`src/rtl/pktgen_pkg.sv`:
```
// shared types, register map and frame constants for the packet generator
// imported by every block of the design

package pktgen_pkg;

    //////////////////////////////////////////////////////////////////////
    // field types

    typedef logic [47:0]        mac_addr_t;
    typedef logic [15:0]        eth_type_t;
    typedef logic [31:0]        pkt_id_t;
    typedef logic [31:0]        pkt_count_t;
    // signed 16.16 token bucket
    typedef logic signed [31:0] shaper_val_t;
    // unsigned 15.16 drain per cycle
    typedef logic [30:0]        shaper_dec_t;
    typedef logic [3:0]         reg_addr_t;
    typedef logic [31:0]        reg_data_t;

    // generator FSM, codes are visible in the status register
    typedef enum logic [1:0] {
        gen_idle       = 2'd0,
        gen_wait_grant = 2'd1,
        gen_launch     = 2'd2,
        gen_wait_sent  = 2'd3
    } gen_state_t;

    //////////////////////////////////////////////////////////////////////
    // frame layout and register map

    // dest mac + src mac + ethertype
    localparam int HEADER_BYTES = 14;

    // config, read back as written
    localparam reg_addr_t REG_CTRL         = 4'd0;
    localparam reg_addr_t REG_NUM_PACKETS  = 4'd1;
    localparam reg_addr_t REG_SHAPER_DEC   = 4'd2;
    localparam reg_addr_t REG_ETH_TYPE     = 4'd3;
    localparam reg_addr_t REG_MAC_HI       = 4'd4;
    localparam reg_addr_t REG_MAC_LO       = 4'd5;
    // status, read only
    localparam reg_addr_t REG_STATUS       = 4'd8;
    localparam reg_addr_t REG_REMAINING    = 4'd9;
    localparam reg_addr_t REG_SHAPER_ACCUM = 4'd10;
    localparam reg_addr_t REG_TX_CNT_LO    = 4'd11;
    localparam reg_addr_t REG_TX_CNT_HI    = 4'd12;

endpackage

```
`src/rtl/pktgen_ifc.sv`:
```
// interfaces between register file, control FSM and frame serializer
// cfg carries software settings and status, frame_req hands one frame over
`timescale 1ns/1ps

interface pktgen_cfg_ifc import pktgen_pkg::*; ();
    // settings from the register file
    logic        start;
    logic        continuous;
    pkt_count_t  num_packets;
    eth_type_t   eth_type;
    mac_addr_t   mac_dest;
    // status back from the FSM
    gen_state_t  state;
    pkt_count_t  remaining;
    logic [63:0] tx_cnt;

    modport regs (output start, continuous, num_packets, eth_type, mac_dest,
                  input state, remaining, tx_cnt);
    modport ctrl (input start, continuous, num_packets, eth_type, mac_dest,
                  output state, remaining, tx_cnt);
endinterface

interface frame_req_ifc import pktgen_pkg::*; ();
    logic      valid;
    logic      ready;
    pkt_id_t   packet_id;
    mac_addr_t mac_dest;
    eth_type_t eth_type;
    // one cycle pulse on the last byte transfer
    logic      sent;

    modport ctrl (output valid, packet_id, mac_dest, eth_type, input ready, sent);
    modport tx (input valid, packet_id, mac_dest, eth_type, output ready, sent);
endinterface

```
`src/rtl/pktgen_regs.sv`:
```
// avalon-mm register file of the packet generator
// holds the config words, makes the start strobe and returns status on reads
`timescale 1ns/1ps

module pktgen_regs import pktgen_pkg::*; (
    input  logic         clk_ifc_avmm,
    input  logic         rst_n,
    input  reg_addr_t    avmm_address,
    input  logic         avmm_write,
    input  reg_data_t    avmm_writedata,
    input  logic         avmm_read,
    output reg_data_t    avmm_readdata,
    output logic         avmm_readdatavalid,
    pktgen_cfg_ifc.regs  cfg,
    output shaper_dec_t  shaper_dec,
    input  shaper_val_t  shaper_val
);

    logic       continuous;
    logic       start_q;
    pkt_count_t num_packets;
    shaper_dec_t dec_q;
    eth_type_t  eth_type;
    mac_addr_t  mac_dest;
    reg_data_t  rd_mux;
    reg_data_t  status_word;

    //////////////////////////////////////////////////////////////////////
    // write side

    always_ff @(posedge clk_ifc_avmm) begin
        if (!rst_n) begin
            continuous  <= 1'b0;
            start_q     <= 1'b0;
            num_packets <= '0;
            dec_q       <= '0;
            eth_type    <= '0;
            mac_dest    <= '0;
        end else begin
            // start only lives for one cycle
            start_q <= 1'b0;
            if (avmm_write) begin
                case (avmm_address)
                    REG_CTRL: begin
                        continuous <= avmm_writedata[1];
                        start_q    <= avmm_writedata[0];
                    end
                    REG_NUM_PACKETS: num_packets     <= avmm_writedata;
                    REG_SHAPER_DEC:  dec_q           <= avmm_writedata[30:0];
                    REG_ETH_TYPE:    eth_type        <= avmm_writedata[15:0];
                    REG_MAC_HI:      mac_dest[47:32] <= avmm_writedata[15:0];
                    REG_MAC_LO:      mac_dest[31:0]  <= avmm_writedata;
                    default: ;
                endcase
            end
        end
    end

    // strobe is one cycle behind the write, so a combined
    // start + continuous write is seen with the new mode
    assign cfg.start       = start_q;
    assign cfg.continuous  = continuous;
    assign cfg.num_packets = num_packets;
    assign cfg.eth_type    = eth_type;
    assign cfg.mac_dest    = mac_dest;
    assign shaper_dec      = dec_q;

    //////////////////////////////////////////////////////////////////////
    // read side

    // active flag on top, fsm code in the low byte
    assign status_word = {cfg.state != gen_idle, 23'd0, 6'd0, cfg.state};

    always_comb begin
        case (avmm_address)
            REG_CTRL:         rd_mux = {30'd0, continuous, 1'b0};
            REG_NUM_PACKETS:  rd_mux = num_packets;
            REG_SHAPER_DEC:   rd_mux = {1'b0, dec_q};
            REG_ETH_TYPE:     rd_mux = {16'd0, eth_type};
            REG_MAC_HI:       rd_mux = {16'd0, mac_dest[47:32]};
            REG_MAC_LO:       rd_mux = mac_dest[31:0];
            REG_STATUS:       rd_mux = status_word;
            REG_REMAINING:    rd_mux = cfg.remaining;
            REG_SHAPER_ACCUM: rd_mux = reg_data_t'(shaper_val);
            REG_TX_CNT_LO:    rd_mux = cfg.tx_cnt[31:0];
            REG_TX_CNT_HI:    rd_mux = cfg.tx_cnt[63:32];
            default:          rd_mux = '0;
        endcase
    end

    // fixed one cycle read latency
    always_ff @(posedge clk_ifc_avmm) begin
        if (!rst_n) begin
            avmm_readdatavalid <= 1'b0;
        end else begin
            avmm_readdatavalid <= avmm_read;
        end
    end

    always_ff @(posedge clk_ifc_avmm) begin
        if (avmm_read) begin
            avmm_readdata <= rd_mux;
        end
    end

endmodule

```
`src/rtl/pktgen_ctrl.sv`:
```
// sequencing FSM of the packet generator
// counts packets, hands frame requests to the serializer, tracks sent frames
`timescale 1ns/1ps

module pktgen_ctrl import pktgen_pkg::*; #(
    parameter int PAYLOAD_WORDS = 10
) (
    input  logic        clk_ifc_avmm,
    input  logic        rst_n,
    pktgen_cfg_ifc.ctrl cfg,
    frame_req_ifc.ctrl  req,
    input  logic        grant,
    output gen_state_t  state
);

    // an empty payload would leave the frame without an id
    if (PAYLOAD_WORDS < 1) begin : gen_bad_payload
        $error("PAYLOAD_WORDS must be at least 1");
    end

    gen_state_t  state_q;
    pkt_count_t  remaining;
    pkt_id_t     packet_id;
    logic [63:0] tx_cnt;
    logic        cont_q;
    logic        req_valid;

    //////////////////////////////////////////////////////////////////////
    // FSM

    always_ff @(posedge clk_ifc_avmm) begin
        if (!rst_n) begin
            state_q   <= gen_idle;
            remaining <= '0;
            packet_id <= '0;
            tx_cnt    <= '0;
            cont_q    <= 1'b0;
            req_valid <= 1'b0;
        end else begin
            case (state_q)
                gen_idle: begin
                    // track mode until start
                    packet_id <= '0;
                    cont_q    <= cfg.continuous;
                    req_valid <= 1'b0;
                    if (cfg.start) begin
                        // count taken with the start, idle keeps the final remaining
                        remaining <= cfg.num_packets;
                        tx_cnt    <= '0;
                        state_q   <= gen_wait_grant;
                    end
                end
                gen_wait_grant: begin
                    // shaper only applies in continuous mode
                    if (req.ready && (grant || !cont_q)) begin
                        req_valid <= 1'b1;
                        state_q   <= gen_launch;
                    end
                end
                gen_launch: begin
                    // frame taken this cycle
                    req_valid <= 1'b0;
                    packet_id <= packet_id + 1'b1;
                    remaining <= cont_q ? '0 : remaining - 1'b1;
                    state_q   <= gen_wait_sent;
                end
                gen_wait_sent: begin
                    if (req.sent) begin
                        // saturate once the top bit is reached
                        if (!tx_cnt[63]) begin
                            tx_cnt <= tx_cnt + 1'b1;
                        end
                        // live bit, so clearing it ends continuous mode
                        if (remaining != '0 || cfg.continuous) begin
                            state_q <= gen_wait_grant;
                        end else begin
                            state_q <= gen_idle;
                        end
                    end
                end
                default: state_q <= gen_idle;
            endcase
        end
    end

    //////////////////////////////////////////////////////////////////////
    // outputs

    // ids start at 1, counter bumps after the launch
    assign req.valid     = req_valid;
    assign req.packet_id = packet_id + 1'b1;
    assign req.mac_dest  = cfg.mac_dest;
    assign req.eth_type  = cfg.eth_type;

    assign cfg.state     = state_q;
    assign cfg.remaining = remaining;
    assign cfg.tx_cnt    = tx_cnt;
    assign state         = state_q;

endmodule

```
`src/rtl/rate_shaper.sv`:
```
// token bucket rate shaper for continuous mode
// each launch charges the frame cost, the bucket drains by shaper_dec per cycle
`timescale 1ns/1ps

module rate_shaper import pktgen_pkg::*; #(
    parameter int PAYLOAD_WORDS = 10
) (
    input  logic        clk_ifc_avmm,
    input  logic        rst_n,
    input  gen_state_t  state,
    input  shaper_dec_t shaper_dec,
    output shaper_val_t shaper_val,
    output logic        grant
);

    // frame cost in bytes, 16.16 fixed point
    localparam shaper_val_t FRAME_COST =
        shaper_val_t'((HEADER_BYTES + 4 * PAYLOAD_WORDS) * 65536);

    shaper_val_t accum;
    shaper_val_t dec_ext;

    assign dec_ext = shaper_val_t'({1'b0, shaper_dec});

    always_ff @(posedge clk_ifc_avmm) begin
        if (!rst_n) begin
            accum <= '0;
        end else if (state == gen_idle) begin
            accum <= '0;
        end else if (state == gen_launch) begin
            accum <= accum + FRAME_COST - dec_ext;
        end else if (!(accum[31] && !accum[30])) begin
            // hold deep negative values instead of wrapping
            accum <= accum - dec_ext;
        end
    end

    assign shaper_val = accum;
    // drained bucket grants a launch
    // zero decrement turns the shaper off
    assign grant = accum[31] || (shaper_dec == '0);

endmodule

```
`src/rtl/frame_tx.sv`:
```
// byte serializer for one ethernet test frame
// header msb first, then the packet id repeated over the payload words
`timescale 1ns/1ps

module frame_tx import pktgen_pkg::*; #(
    parameter int        PAYLOAD_WORDS = 10,
    parameter mac_addr_t MAC_ADDR_SRC  = 48'haa_aa_aa_aa_bb_aa
) (
    input  logic       clk_ifc_avmm,
    input  logic       rst_n,
    frame_req_ifc.tx   req,
    output logic [7:0] tx_data,
    output logic       tx_valid,
    input  logic       tx_ready,
    output logic       tx_last
);

    localparam int FRAME_BYTES = HEADER_BYTES + 4 * PAYLOAD_WORDS;
    localparam int IDX_W       = $clog2(FRAME_BYTES);

    typedef logic [IDX_W-1:0] byte_idx_t;

    localparam byte_idx_t LAST_IDX = byte_idx_t'(FRAME_BYTES - 1);

    logic                      busy;
    byte_idx_t                 byte_idx;
    byte_idx_t                 pay_off;
    mac_addr_t                 mac_dest_q;
    eth_type_t                 eth_type_q;
    pkt_id_t                   packet_id_q;
    logic [8*HEADER_BYTES-1:0] header;
    logic                      accept;
    logic                      xfer;

    //////////////////////////////////////////////////////////////////////
    // handshakes

    // one frame in flight at a time
    assign req.ready = !busy;
    assign accept    = req.valid && req.ready;
    assign xfer      = tx_valid && tx_ready;

    //////////////////////////////////////////////////////////////////////
    // byte counter

    always_ff @(posedge clk_ifc_avmm) begin
        if (!rst_n) begin
            busy     <= 1'b0;
            byte_idx <= '0;
        end else if (accept) begin
            busy     <= 1'b1;
            byte_idx <= '0;
        end else if (xfer) begin
            if (byte_idx == LAST_IDX) begin
                busy <= 1'b0;
            end else begin
                byte_idx <= byte_idx + 1'b1;
            end
        end
    end

    // frame fields, taken on accept
    always_ff @(posedge clk_ifc_avmm) begin
        if (accept) begin
            mac_dest_q  <= req.mac_dest;
            eth_type_q  <= req.eth_type;
            packet_id_q <= req.packet_id;
        end
    end

    //////////////////////////////////////////////////////////////////////
    // byte mux

    assign header  = {mac_dest_q, MAC_ADDR_SRC, eth_type_q};
    // offset into the payload, low two bits pick the id byte
    assign pay_off = byte_idx - byte_idx_t'(HEADER_BYTES);

    always_comb begin
        if (int'(byte_idx) < HEADER_BYTES) begin
            tx_data = header[8 * (HEADER_BYTES - 1 - int'(byte_idx)) +: 8];
        end else begin
            tx_data = packet_id_q[8 * (3 - int'(pay_off[1:0])) +: 8];
        end
    end

    // index only moves on a transfer, so data holds under back-pressure
    assign tx_valid = busy;
    assign tx_last  = busy && (byte_idx == LAST_IDX);
    assign req.sent = xfer && tx_last;

endmodule

```
`src/rtl/pktgen_top.sv`:
```
// top level of the ethernet test frame generator
// avalon-mm slave for control, byte stream with valid/ready out
`timescale 1ns/1ps

module pktgen_top import pktgen_pkg::*; #(
    parameter int        PAYLOAD_WORDS = 10,
    parameter mac_addr_t MAC_ADDR_SRC  = 48'haa_aa_aa_aa_bb_aa
) (
    input  logic       clk_ifc_avmm,
    input  logic       rst_n,
    // avalon-mm slave
    input  reg_addr_t  avmm_address,
    input  logic       avmm_write,
    input  reg_data_t  avmm_writedata,
    input  logic       avmm_read,
    output reg_data_t  avmm_readdata,
    output logic       avmm_readdatavalid,
    // frame byte stream
    output logic [7:0] tx_data,
    output logic       tx_valid,
    input  logic       tx_ready,
    output logic       tx_last
);

    shaper_dec_t shaper_dec;
    shaper_val_t shaper_val;
    gen_state_t  state;
    logic        grant;

    pktgen_cfg_ifc cfg_if ();
    frame_req_ifc  req_if ();

    pktgen_regs u_regs (
        .clk_ifc_avmm       (clk_ifc_avmm),
        .rst_n              (rst_n),
        .avmm_address       (avmm_address),
        .avmm_write         (avmm_write),
        .avmm_writedata     (avmm_writedata),
        .avmm_read          (avmm_read),
        .avmm_readdata      (avmm_readdata),
        .avmm_readdatavalid (avmm_readdatavalid),
        .cfg                (cfg_if.regs),
        .shaper_dec         (shaper_dec),
        .shaper_val         (shaper_val)
    );

    pktgen_ctrl #(.PAYLOAD_WORDS(PAYLOAD_WORDS)) u_ctrl (
        .clk_ifc_avmm (clk_ifc_avmm),
        .rst_n        (rst_n),
        .cfg          (cfg_if.ctrl),
        .req          (req_if.ctrl),
        .grant        (grant),
        .state        (state)
    );

    rate_shaper #(.PAYLOAD_WORDS(PAYLOAD_WORDS)) u_shaper (
        .clk_ifc_avmm (clk_ifc_avmm),
        .rst_n        (rst_n),
        .state        (state),
        .shaper_dec   (shaper_dec),
        .shaper_val   (shaper_val),
        .grant        (grant)
    );

    frame_tx #(
        .PAYLOAD_WORDS (PAYLOAD_WORDS),
        .MAC_ADDR_SRC  (MAC_ADDR_SRC)
    ) u_frame_tx (
        .clk_ifc_avmm (clk_ifc_avmm),
        .rst_n        (rst_n),
        .req          (req_if.tx),
        .tx_data      (tx_data),
        .tx_valid     (tx_valid),
        .tx_ready     (tx_ready),
        .tx_last      (tx_last)
    );

endmodule

```
`config.mk`:
```
export PLATFORM = sky130hd
export DESIGN_NAME = pktgen_top
export DESIGN_NICKNAME = d
export VERILOG_FILES = /design/src/rtl/pktgen_pkg.sv /design/src/rtl/pktgen_ifc.sv /design/src/rtl/pktgen_regs.sv /design/src/rtl/pktgen_ctrl.sv /design/src/rtl/rate_shaper.sv /design/src/rtl/frame_tx.sv /design/src/rtl/pktgen_top.sv
export SDC_FILE = /design/constraint.sdc
export NUM_CORES = 1
export LEC_CHECK = 0
export CELL_PAD_IN_SITES_DETAIL_PLACEMENT = 1
export CELL_PAD_IN_SITES_GLOBAL_PLACEMENT = 2
export CORE_UTILIZATION = 40
export CTS_CLUSTER_DIAMETER = 120
export CTS_CLUSTER_SIZE = 30
export DETAILED_ROUTE_END_ITERATION = 8
export DONT_BUFFER_PORTS = 1
export PLACE_DENSITY_LB_ADDON = 0.05
export SLEW_MARGIN = 20
export SYNTH_ARGS = -nofsm -noshare
export SYNTH_HDL_FRONTEND = slang
export SYNTH_SLANG_ARGS = --single-unit
```
`constraint.sdc`:
```
create_clock -name clk_ifc_avmm -period 7.25 [get_ports clk_ifc_avmm]
set_input_delay 1.45 -clock clk_ifc_avmm [delete_from_list [all_inputs] [get_ports clk_ifc_avmm]]
set_output_delay 1.45 -clock clk_ifc_avmm [all_outputs]
set_load 0.02 [all_outputs]
```
==> results of run 1 <==
## worst paths after layout
check                              end  cells after the start
max                         tx_data[3]                      7
min          u_frame_tx.mac_dest_q[12]                      0
max reg2reg    u_shaper.shaper_val[31]                     13
min reg2reg  u_frame_tx.mac_dest_q[12]                      0
## cell type report
type	count	area share (%)
Inverter	116	1.82
Timing Repair Buffer	27	0.890
Multi-Input combinational cell	1921	50.1
Sequential cell	429	40.8
Clock buffer	30	2.22
Clock inverter	4	0.279
Tap cell	756	3.91
## cell usage in the layout, fill, tap and decap left out, types with 7 or more instances in the layout
master	count
buf_4	26
a22o_1	16
a31oi_1	18
nor3b_1	14
inv_1	114
nand2b_1	19
a21boi_0	7
mux4_2	9
clkbuf_1	10
dfxtp_1	300
or3_1	19
a211oi_1	34
nor4_1	25
and3_1	24
nor2b_1	26
o21ai_0	105
nand3_1	94
nand4_1	18
nor3_2	7
a21oi_1	263
nor2_1	202
nand2_1	393
a21o_1	18
a221oi_1	24
nand3b_1	9
o22ai_1	15
ha_1	74
xnor2_1	65
clkbuf_16	20
and4_1	7
xor2_1	73
nor3_1	56
o31ai_1	7
a22oi_1	58
and2_1	16
a222oi_1	32
mux2i_1	35
edfxtp_1	128
fa_1	27
## kinds of logic after synthesis
| group | count (synthesis) |
|---|---|
| simple gates | 964 |
| compound gates | 668 |
| flops | 429 |
| buf+inv | 266 |
| xor+xnor | 138 |
| fa+ha+maj | 102 |
| mux | 49 |
## registers in the layout, indices dropped and copies added, names as in the netlist
| register | flops |
|---|---|
| u_regs.cfg.num_packets | 32 |
| u_regs.avmm_readdata | 32 |
| u_regs.cfg.mac_dest | 48 |
| u_shaper.shaper_val | 32 |
| u_regs.shaper_dec | 31 |
| u_frame_tx.tx_valid | 1 |
| u_regs.cfg.start | 1 |
| u_ctrl.cont_q | 1 |
| u_ctrl.req.valid | 1 |
| u_frame_tx.byte_idx | 6 |
| u_ctrl.cfg.tx_cnt | 64 |
| u_ctrl.cfg.state | 2 |
| u_ctrl.packet_id | 32 |
| u_frame_tx.eth_type_q | 16 |
| u_regs.cfg.eth_type | 16 |
| u_regs.avmm_readdatavalid | 1 |
| u_ctrl.cfg.remaining | 32 |
| u_regs.cfg.continuous | 1 |
| u_frame_tx.packet_id_q | 32 |
| u_frame_tx.mac_dest_q | 48 |
## through the flow
| step | std cells | hold slack (ps) | setup WS [ps] |
|---|---|---|---|
| floorplan | 2616 | 429 | 1910 |
| global placement | 3249 | 439 | 2900 |
| detailed placement | 3249 | 446 | 2680 |
| CTS | 3283 | 478 | 2030 |
| global route | 3283 | 486 | 1870 |
| finish | 3283 | 477 | 2040 |
## worst register-to-register path, cell delays in order, from the launching register on
cell	delay (ps)
dfxtp_1	540
inv_1	90
ha_1	320
ha_1	230
fa_1	390
nand2b_1	150
a211oi_1	130
a31oi_1	410
o211ai_1	280
a21oi_1	490
o2111ai_1	330
a211oi_1	320
xnor2_1	150
o22ai_1	90
## power groups by stage
stage	Sequential, mW	Combinational, mW	Clock (mW)
after CTS	2.62	2.02	1.44
after global placement	2.67	1.96	0
after global routing	2.63	2.23	1.52
after detailed placement	2.68	2.00	0
final	2.62	2.03	1.41
after floorplan	2.63	1.51	0
## per-layer routing
metal	track usage (%)	part of all wire (%)	wire length, um	up-vias
li1	-	-	-	9116
met1	37.4	43	36800	9944
met2	50.3	49	41500	494
met3	3.46	4.5	3860	101
met4	9.24	3.2	2750	2
met5	0	0.019	16	-
==> impl_metrics.json, run 1 <==
{
  "status": "complete, no violations",
  "row_count": 87,
  "grt_first_pass_wirelength_um": 127000,
  "clock_latency_ps": 600,
  "tightestPinTransition_ps": 1040,
  "dp_hpwl_um": 61900,
  "worst-path-buf-inv": 0,
  "placed_area_mm2": 0.0236,
  "wl_per_cell_um": 25.9,
  "rsz0062_at_grt": "no",
  "required_ps": 5800,
  "synth_area_leader_cell": "dfxtp_1",
  "synth_edf_count": 128,
  "finClkSkew_ps": 36.2,
  "synth_compound_area_share_pct": 18.6,
  "cp_slowest_stage_delay_ps": 1000,
  "ff2ff_setup_slack_ps": 3200,
  "routed_wl_um": 84900,
  "crit_family": "compound AO/OA/AOI/OAI gates",
  "vdd_ir_drop_max_uv": 285,
  "gr-usage-all-layers_pct": 29.0,
  "startpoint_type": "register",
  "numCtsBuffers": 19,
  "ys_types": 86,
  "crit_path_end_kind": "primary output",
  "io_pins": 84,
  "drtAntennaViolNets": 0,
  "io_buffers": 0,
  "fin_crit_sh_pct": 71.8,
  "postCtsSetupBuffers": 0,
  "fin_tns_setup_ps": 0,
  "p_sw_share_pct": 36.3,
  "critPathMaxFanout": 24,
  "drtIter0Drc": 1636,
  "grt_pass1_vias": 19728,
  "synth-xor-area-share_pct": 5.28,
  "final-seq-area_mm2": 0.00987,
  "drive_gt1_share_pct": 4.31,
  "avgSynthCellArea_um2": 8.75,
  "finalMaxSlewViolations": 0,
  "hold_path.class": "reg -> reg",
  "reg2reg_from": "u_regs.shaper_dec[1]",
  "synthMuxAreaShare_pct": 2.66,
  "die_y_um": 241,
  "synth_common_cells": "nand2_1, dfxtp_1, a21oi_1",
  "synth_simple_gate_area_share_pct": 19.5,
  "fin_nets": 2657,
  "worstPathArrival_ps": 3760,
  "hold_buffers": 0,
  "synth_top_family_by_area": "simple AND/OR/NAND/NOR gates",
  "clkSinkCount": 429,
  "overflow": 0,
  "path_cells": "ha_1, a21oi_1, xnor2_1, or3_1, o22ai_1, o22ai_1, o21ai_0",
  "synth_cells": 2616,
  "pwr-share-seq_pct": 43.3,
  "synth.most_common_cell": "nand2_1",
  "relSlewSlack_pct": 30.6,
  "drtPass1Iterations": 6,
  "design_power_total_mw": 6.06,
  "p_comb_share_pct": 33.4,
  "fillers": 6526,
  "final_core_util_pct": 42.8,
  "slowest_stage": "dfxtp_1",
  "hold_start": "u_regs.cfg.mac_dest[12]",
  "netSwitchingPower_mw": 2.20,
  "insertedDiodeCount": 0,
  "p_per_area_mw_per_mm2": 250,
  "fmax_mhz": 192,
  "yosysWarnings": 0,
  "synthFlopType": "dfxtp_1",
  "synth_seq_cells": 429,
  "die_w_um": 241,
  "leakage_nw": 8.27,
  "synth_nets": 2759,
  "cts_resized": 0,
  "die_area_mm2": 0.0582,
  "htreeDepth": 1,
  "globalplace.congestion": 0.870,
  "cts-root-buf": "clkbuf_16",
  "grt_antenna_before_repair": 3,
  "num_vias": 19657,
  "synthToLayoutAreaGrowth_pct": 5.62,
  "internal-power_mw": 3.86,
  "path_class": "reg -> out",
  "synth_area_mm2": 0.0229,
  "clkPwrFrac_pct": 23.3,
  "core-area_mm2": 0.0565,
  "synth_seq_area_share_pct": 43.1,
  "route.detailed.drc": 0,
  "timing.max_cap.violations": 0,
  "ys_top_cells_by_area": "dfxtp_1, edfxtp_1, nand2_1",
  "final_area_mm2": 0.0242,
  "multiInputGateArea_mm2": 0.0121,
  "hold_viol": 0,
  "grt_max_degree": 153,
  "clock_path_buffers": 3,
  "worstSetupStartpoint": "u_frame_tx.byte_idx[1]",
  "synth_fa_ha_area_share_pct": 6.46,
  "cts_tree": "yes",
  "async_flop_share_pct": 0,
  "setup_violations": 0,
  "start_util_pct": 40.5,
  "via_per_inst": 5.99,
  "yosysTopAreaCellShare_pct": 26.3,
  "path_common_cell": "o22ai_1",
  "fin_crit_ps": 5210,
  "cts.clk_slew.worst_paths_ps": 120
}
Power figures use the tool's default switching activity.
==> run 2: changes to the inputs <==
--- a/config.mk
+++ b/config.mk
@@ -5,9 +5,10 @@
 export SDC_FILE = /design/constraint.sdc
 export NUM_CORES = 1
 export LEC_CHECK = 0
+export ABC_AREA = 1
 export CELL_PAD_IN_SITES_DETAIL_PLACEMENT = 1
 export CELL_PAD_IN_SITES_GLOBAL_PLACEMENT = 2
-export CORE_UTILIZATION = 40
+export CORE_UTILIZATION = 34
 export CTS_CLUSTER_DIAMETER = 120
 export CTS_CLUSTER_SIZE = 30
 export DETAILED_ROUTE_END_ITERATION = 8
==> constraint.sdc (replaced) <==
create_clock -name clk_ifc_avmm -period 4.3 [get_ports clk_ifc_avmm]
set_input_delay 0.86 -clock clk_ifc_avmm [delete_from_list [all_inputs] [get_ports clk_ifc_avmm]]
set_output_delay 0.86 -clock clk_ifc_avmm [all_outputs]
set_load 0.02 [all_outputs]
==> run 2 against run 1 <==
Hold slack got worse by 130 ps; via count rose by 27%; largest power group is now combinational cells; critical path type unchanged; global-route usage rose by 0.18 points.
==> impl_metrics.json, run 2 <==
{
  "multiInputGateArea_mm2": 0.0133,
  "largestRegisters": "u_ctrl.cfg.tx_cnt (64), u_frame_tx.mac_dest_q (48), u_regs.cfg.mac_dest (48)",
  "avgSynthCellArea_um2": 7.15,
  "synth.most_common_cell": "nand2_1",
  "reg2reg_from": "u_frame_tx.byte_idx[0]",
  "netSwitchingPower_mw": 5.69,
  "synth_seq_cells": 429,
  "p_sw_share_pct": 44.7,
  "whs_endpoint": "u_regs.avmm_readdatavalid",
  "dp_hpwl_um": 88900,
  "drtAntennaViolNets": 0,
  "yosysWarnings": 0,
  "num_vias": 25061,
  "die_area_mm2": 0.0762,
  "fin_cells": 4496,
  "numCtsBuffers": 22,
  "grt_max_degree": 118,
  "drtIter0Drc": 1859,
  "die_y_um": 276,
  "io_buffers": 0,
  "path_cells": "buf_4, ha_1, inv_1, nor2_1, inv_1, nand2_1, nand2_1, nand2_1, nand2_1, o21ai_1, buf_4",
  "startpoint_type": "register",
  "worstPathArrival_ps": 3220,
  "hold_buffers": 0,
  "clock_latency_ps": 620,
  "grt_antenna_before_repair": 5,
  "setup_violations": 0,
  "cts.clk_slew.worst_paths_ps": 120,
  "clkPwrFrac_pct": 22.0,
  "grt_pass1_vias": 25031,
  "via_per_inst": 5.57,
  "vdd_ir_drop_max_uv": 272,
  "timing.max_cap.violations": 0,
  "io_pins": 84,
  "synth_area_mm2": 0.0255,
  "postCtsSetupBuffers": 0,
  "start_util_pct": 34.4,
  "routed_wl_um": 114000,
  "hold_path.class": "in -> reg",
  "p_comb_share_pct": 42.3,
  "clock_path_buffers": 3,
  "die_w_um": 276,
  "fillers": 9350,
  "row_count": 100,
  "wl_per_cell_um": 25.3,
  "path_class": "reg -> out",
  "place_inst": 4453,
  "finalMaxSlewViolations": 0,
  "drive_gt1_share_pct": 4.54,
  "final_common_cell": "nand2_1",
  "clkSinkCount": 429,
  "yosysTopAreaCellShare_pct": 23.6,
  "core-area_mm2": 0.0743,
  "synthToLayoutAreaGrowth_pct": 7.18,
  "async_flop_share_pct": 0,
  "ff2ff_setup_slack_ps": 1020,
  "drtPass1Iterations": 7,
  "r2r_cells": 10,
  "relSlewSlack_pct": 34.5,
  "slowest_stage": "ha_1",
  "layout_common_cells": "nand2_1, inv_1, a21oi_1",
  "grt_first_pass_wirelength_um": 168000,
  "ys_top_cells_by_area": "dfxtp_1, edfxtp_1, nand2_1",
  "critPathMaxFanout": 19,
  "hold_start": "avmm_read",
  "synth_nets": 3715,
  "synth_area_leader_cell": "dfxtp_1",
  "regMostFlops": "u_ctrl.cfg.tx_cnt",
  "route.detailed.drc": 0,
  "rsz0062_at_grt": "no",
  "finClkSkew_ps": 35.3,
  "tightestPinTransition_ps": 980,
  "gr-usage-all-layers_pct": 29.2,
  "whs_path_depth": 2,
  "cts_resized": 0,
  "p_per_area_mw_per_mm2": 465,
  "fin_crit_sh_pct": 95.0,
  "overflow": 0,
  "htreeDepth": 1,
  "cts-root-buf": "clkbuf_16",
  "pwr-share-seq_pct": 35.7,
  "leakage_nw": 10.7,
  "synth_edf_count": 128,
  "path_common_cell": "nand2_1",
  "synth_cells": 3572,
  "fin_nets": 3651,
  "globalplace.congestion": 0.956,
  "fmax_mhz": 245,
  "required_ps": 3440,
  "hold_viol": 0,
  "cts_tree": "yes",
  "ys_types": 55,
  "synthFlopType": "dfxtp_1",
  "fin_tns_setup_ps": 0,
  "fin_crit_ps": 4080,
  "r2r-end": "u_ctrl.cfg.tx_cnt[21]",
  "cp_slowest_stage_delay_ps": 470,
  "final-seq-area_mm2": 0.00987,
  "largest_reg_flops": 64,
  "status": "complete, no violations",
  "synth_seq_area_share_pct": 38.7,
  "crit_path_end_kind": "primary output",
  "synth_common_cells": "nand2_1, inv_1, a21oi_1",
  "internal-power_mw": 7.04
}
## run 2: worst max-delay path by stage
stage,startpoint,endpoint,slack [ps],cells past startpoint
final,u_frame_tx.byte_idx[1],tx_data[7],220,11
after CTS,u_frame_tx.byte_idx[1],tx_data[7],170,11
after floorplan,u_frame_tx.tx_valid,u_frame_tx.byte_idx[2],630,3
after global routing,u_frame_tx.byte_idx[1],tx_data[3],20,11
after detailed placement,u_frame_tx.byte_idx[1],tx_data[7],850,11
after global placement,u_frame_tx.byte_idx[1],tx_data[5],850,11
## run 2: logic make-up (layout without fill, tap and decap cells)
family	after synthesis	in the layout	synth area share [%]
other	0	3	0
AO/OA/AOI/OAI	819	819	17.6
XOR/XNOR	47	47	1.67
flip-flops	429	429	38.7
buffers and inverters	628	580	9.53
AND/OR/NAND/NOR	1547	1547	26.8
adder cells (fa/ha/maj)	102	102	5.79
## run 2: worst max-delay path: cells and delay by family, from the launching register on
family                     cells  cell delay [ps]
DFF                            1              340
and+or+nand+nor                5              820
AOI/OAI and AO/OA              1              160
adders and majority gates      1              470
buffers and inverters          4              810
## run 2: metal layers
metal | global-route usage [%] | share of wire [%] | vias to the layer above
met4 | 9.78 | 3.7 | 0
met1 | 40.3 | 46 | 12433
met3 | 2.97 | 5.1 | 150
met2 | 47.5 | 46 | 698
met5 | 0 | 0 | -
li1 | - | - | 11780
## run 2: area by class of cell
type	instances	share of cell area, %
multi-input cells	2515	48.4
repair buffers	42	1.24
inverters	498	6.84
clock buffers	27	2.08
diodes	3	0.0274
clock inverters	13	0.882
flip-flops and latches	429	36.1
well taps	969	4.43
## run 2: power by group through the flow
stage	Sequential, mW	Clock, mW	Combinational [mW]
2_1_floorplan	4.56	0	3.65
3_3_place_gp	4.63	0	5.15
3_5_place_dp	4.63	0	5.24
4_1_cts	4.54	2.86	5.28
5_1_grt	4.57	2.98	6.00
6_report	4.54	2.80	5.38
## run 2: metrics by stage
step	total power, mW	cell area [um^2]	util [%]	hold WS [ps]	setup WS, ps
finish	12.7	27400	36.8	343	216
global route	13.6	27400	36.8	322	16.4
CTS	12.7	27400	36.8	322	172
detailed placement	9.87	26500	35.7	417	853
global placement	9.78	26500	35.7	413	849
floorplan	8.21	25500	-	408	633
==> run 3: changes to the inputs <==
--- a/config.mk
+++ b/config.mk
@@ -8,7 +8,7 @@
 export ABC_AREA = 1
 export CELL_PAD_IN_SITES_DETAIL_PLACEMENT = 1
 export CELL_PAD_IN_SITES_GLOBAL_PLACEMENT = 2
-export CORE_UTILIZATION = 34
+export CORE_UTILIZATION = 33
 export CTS_CLUSTER_DIAMETER = 120
 export CTS_CLUSTER_SIZE = 30
 export DETAILED_ROUTE_END_ITERATION = 8
@@ -17,4 +17,5 @@
 export SLEW_MARGIN = 20
 export SYNTH_ARGS = -nofsm -noshare
 export SYNTH_HDL_FRONTEND = slang
+export SYNTH_HIERARCHICAL = 1
 export SYNTH_SLANG_ARGS = --single-unit
==> run 3 against run 2 <==
Hold slack improved by 29 ps; clock skew fell by 1.0 ps; clock-buffer cell count did not move; sequential power rose by 5.5%; combinational power rose by 67%; core utilization fell by 2.0 points; global-route usage fell by 2.3 points; total power rose by 29%; non-clock buffer count did not move; clock power fell by 5%; wire length rose by 0.65%; final area rose by 4.6%; largest power group unchanged.
==> impl_metrics.json, run 3 <==
{
  "globalplace.congestion": 0.867,
  "worstPathArrival_ps": 3040,
  "ff2ff_setup_slack_ps": 1070,
  "rsz0062_at_grt": "no",
  "io_buffers": 0,
  "clock_path_buffers": 3,
  "die_w_um": 290,
  "num_vias": 25996,
  "whs_endpoint": "u_regs/avmm_readdata[20]",
  "reg2reg_from": "u_frame_tx/byte_idx[1]",
  "drtIter0Drc": 1567,
  "fin_tns_setup_ps": 0,
  "routed_wl_um": 115000,
  "finalMaxSlewViolations": 0,
  "cts_resized": 0,
  "tightestPinTransition_ps": 1200,
  "htreeDepth": 1,
  "ys_top_cells_by_area": "dfxtp_1, edfxtp_1, nand2_1",
  "fillers": 10455,
  "overflow": 0,
  "grt_first_pass_wirelength_um": 172000,
  "path_cells": "ha_1, nand2_2, nand2_1, nand2_2, nand3_1, inv_2, nand2_1, nand2_1, a21oi_1, a21oi_1, buf_4",
  "synthFlopType": "dfxtp_1",
  "synthToLayoutAreaGrowth_pct": 4.63,
  "grt_antenna_before_repair": 3,
  "drtPass1Iterations": 5,
  "final_core_util_pct": 34.9,
  "critPathMaxFanout": 37,
  "cp_slowest_stage_delay_ps": 480,
  "path_class": "reg -> out",
  "yosysTopAreaCellShare_pct": 22.0,
  "gr-usage-all-layers_pct": 26.9,
  "largest_reg_flops": 64,
  "io_pins": 84,
  "layout_common_cells": "nand2_1, inv_1, nor2_1",
  "fin_nets": 4042,
  "hold_start": "avmm_read",
  "synth_area_leader_cell": "dfxtp_1",
  "grt_pass1_vias": 25863,
  "finClkSkew_ps": 34.3,
  "r2r-end": "u_ctrl/cfg.tx_cnt[12]",
  "clkSinkCount": 429,
  "cts.clk_slew.worst_paths_ps": 110,
  "hold_path.class": "in -> reg",
  "worst-path-buf-inv": 2,
  "synth_seq_area_share_pct": 36.1,
  "leakage_nw": 12.0,
  "required_ps": 3440,
  "dp_hpwl_um": 88600,
  "start_util_pct": 33.3,
  "synth_edf_count": 128,
  "largestRegisters": "u_ctrl/cfg.tx_cnt (64), u_frame_tx/mac_dest_q (48), u_regs/cfg.mac_dest (48)",
  "place_ws_ps": 978,
  "numCtsBuffers": 21,
  "hold_buffers": 0,
  "status": "complete, no violations",
  "r2r_cells": 15,
  "startpoint_type": "register",
  "final_common_cell": "nand2_1",
  "cts-root-buf": "clkbuf_16",
  "die_area_mm2": 0.0841,
  "synth_cells": 4058,
  "drtAntennaViolNets": 0,
  "path_common_cell": "nand2_1",
  "cts_tree": "yes",
  "grt_max_degree": 94,
  "slowest_stage": "nand2_2",
  "ys_types": 57,
  "p_per_area_mw_per_mm2": 575,
  "fin_ws_ps": 396,
  "crit_path_end_kind": "primary output",
  "avgSynthCellArea_um2": 6.74,
  "async_flop_share_pct": 0,
  "via_per_inst": 5.21,
  "synth_common_cells": "nand2_1, inv_1, nor2_1",
  "synth_area_mm2": 0.0274,
  "route.detailed.drc": 0,
  "fin_cells": 4987,
  "die_y_um": 290,
  "design_power_total_mw": 16.4,
  "vdd_ir_drop_max_uv": 306,
  "hold_viol": 0,
  "drive_gt1_share_pct": 4.52,
  "place_inst": 4947,
  "synth_nets": 4200,
  "timing.max_cap.violations": 0,
  "clock_latency_ps": 610,
  "fin_crit_sh_pct": 90.8,
  "row_count": 105,
  "wl_per_cell_um": 23.0,
  "synth.most_common_cell": "nand2_1",
  "whs_path_depth": 0,
  "core-area_mm2": 0.0821,
  "regMostFlops": "u_ctrl/cfg.tx_cnt",
  "yosysWarnings": 6,
  "postCtsSetupBuffers": 0,
  "fmax_mhz": 256,
  "synth_seq_cells": 429,
  "crit_family": "simple AND/OR/NAND/NOR gates",
  "fin_crit_ps": 3900,
  "relSlewSlack_pct": 19.7,
  "setup_violations": 0
}
## run 3: final cells by class
cell class / instances / area (um^2) / share of cell area [%]
clock buffers: 27 / 569 / 1.99
multi-input cells: 2869 / 14300 / 50.0
repair buffers: 42 / 353 / 1.23
well taps: 1070 / 1340 / 4.68
inverters: 537 / 2020 / 7.04
clock inverters: 10 / 155 / 0.542
flip-flops and latches: 429 / 9870 / 34.5
diodes: 3 / 7.51 / 0.0262
## run 3: report_power, final
part | switching, mW | leakage [nW] | internal, mW
combinational | 6.35 | 8.01 | 2.66
clock | 1.58 | 0.350 | 1.07
sequential | 0.350 | 3.65 | 4.44
total | 8.28 | 12.0 | 8.17
## run 3: worst max path at each step
stage                                 from                     end  slack (ps)  cells after the start
floorplan              u_frame_tx/tx_valid  u_frame_tx/byte_idx[5]         700                      3
global placement    u_frame_tx/byte_idx[1]              tx_data[6]        1010                     11
detailed placement  u_frame_tx/byte_idx[1]              tx_data[6]         980                     11
CTS                 u_frame_tx/byte_idx[1]              tx_data[6]         330                     11
global route        u_frame_tx/byte_idx[1]              tx_data[6]         160                     11
finish              u_frame_tx/byte_idx[1]              tx_data[6]         400                     11
## run 3: per-layer routing
metal | wire length [um] | GRT usage (%) | vias to the layer above
li1 | - | - | 12822
met1 | 56400 | 38.9 | 12649
met2 | 51300 | 43.2 | 456
met3 | 4900 | 2.99 | 69
met4 | 1940 | 4.49 | 0
met5 | 0 | 0 | -
## run 3: worst register-to-register path, delay by kind of cell (launching register included)
family	cells	cell delay, ps
adders and majority gates	1	170
DFF	1	510
and+or+nand+nor	6	670
AOI/OAI and AO/OA	3	460
buffers and inverters	5	1390
## run 3: kinds of logic after synthesis
group | Yosys count | share of synthesized area [%]
AND/OR/NAND/NOR | 2138 | 34.2
buffers and inverters | 760 | 11.8
AO/OA/AOI/OAI | 595 | 11.4
flip-flops | 429 | 36.1
adder cells (fa/ha/maj) | 101 | 5.36
XOR/XNOR | 35 | 1.15
## run 3: per-stage QoR
stage | cell area [um^2] | hold slack [ps]
global placement | 27900 | 413
floorplan | 27400 | 437
detailed placement | 27900 | 417
finish | 28600 | 371
global route | 28600 | 342
CTS | 28600 | 336
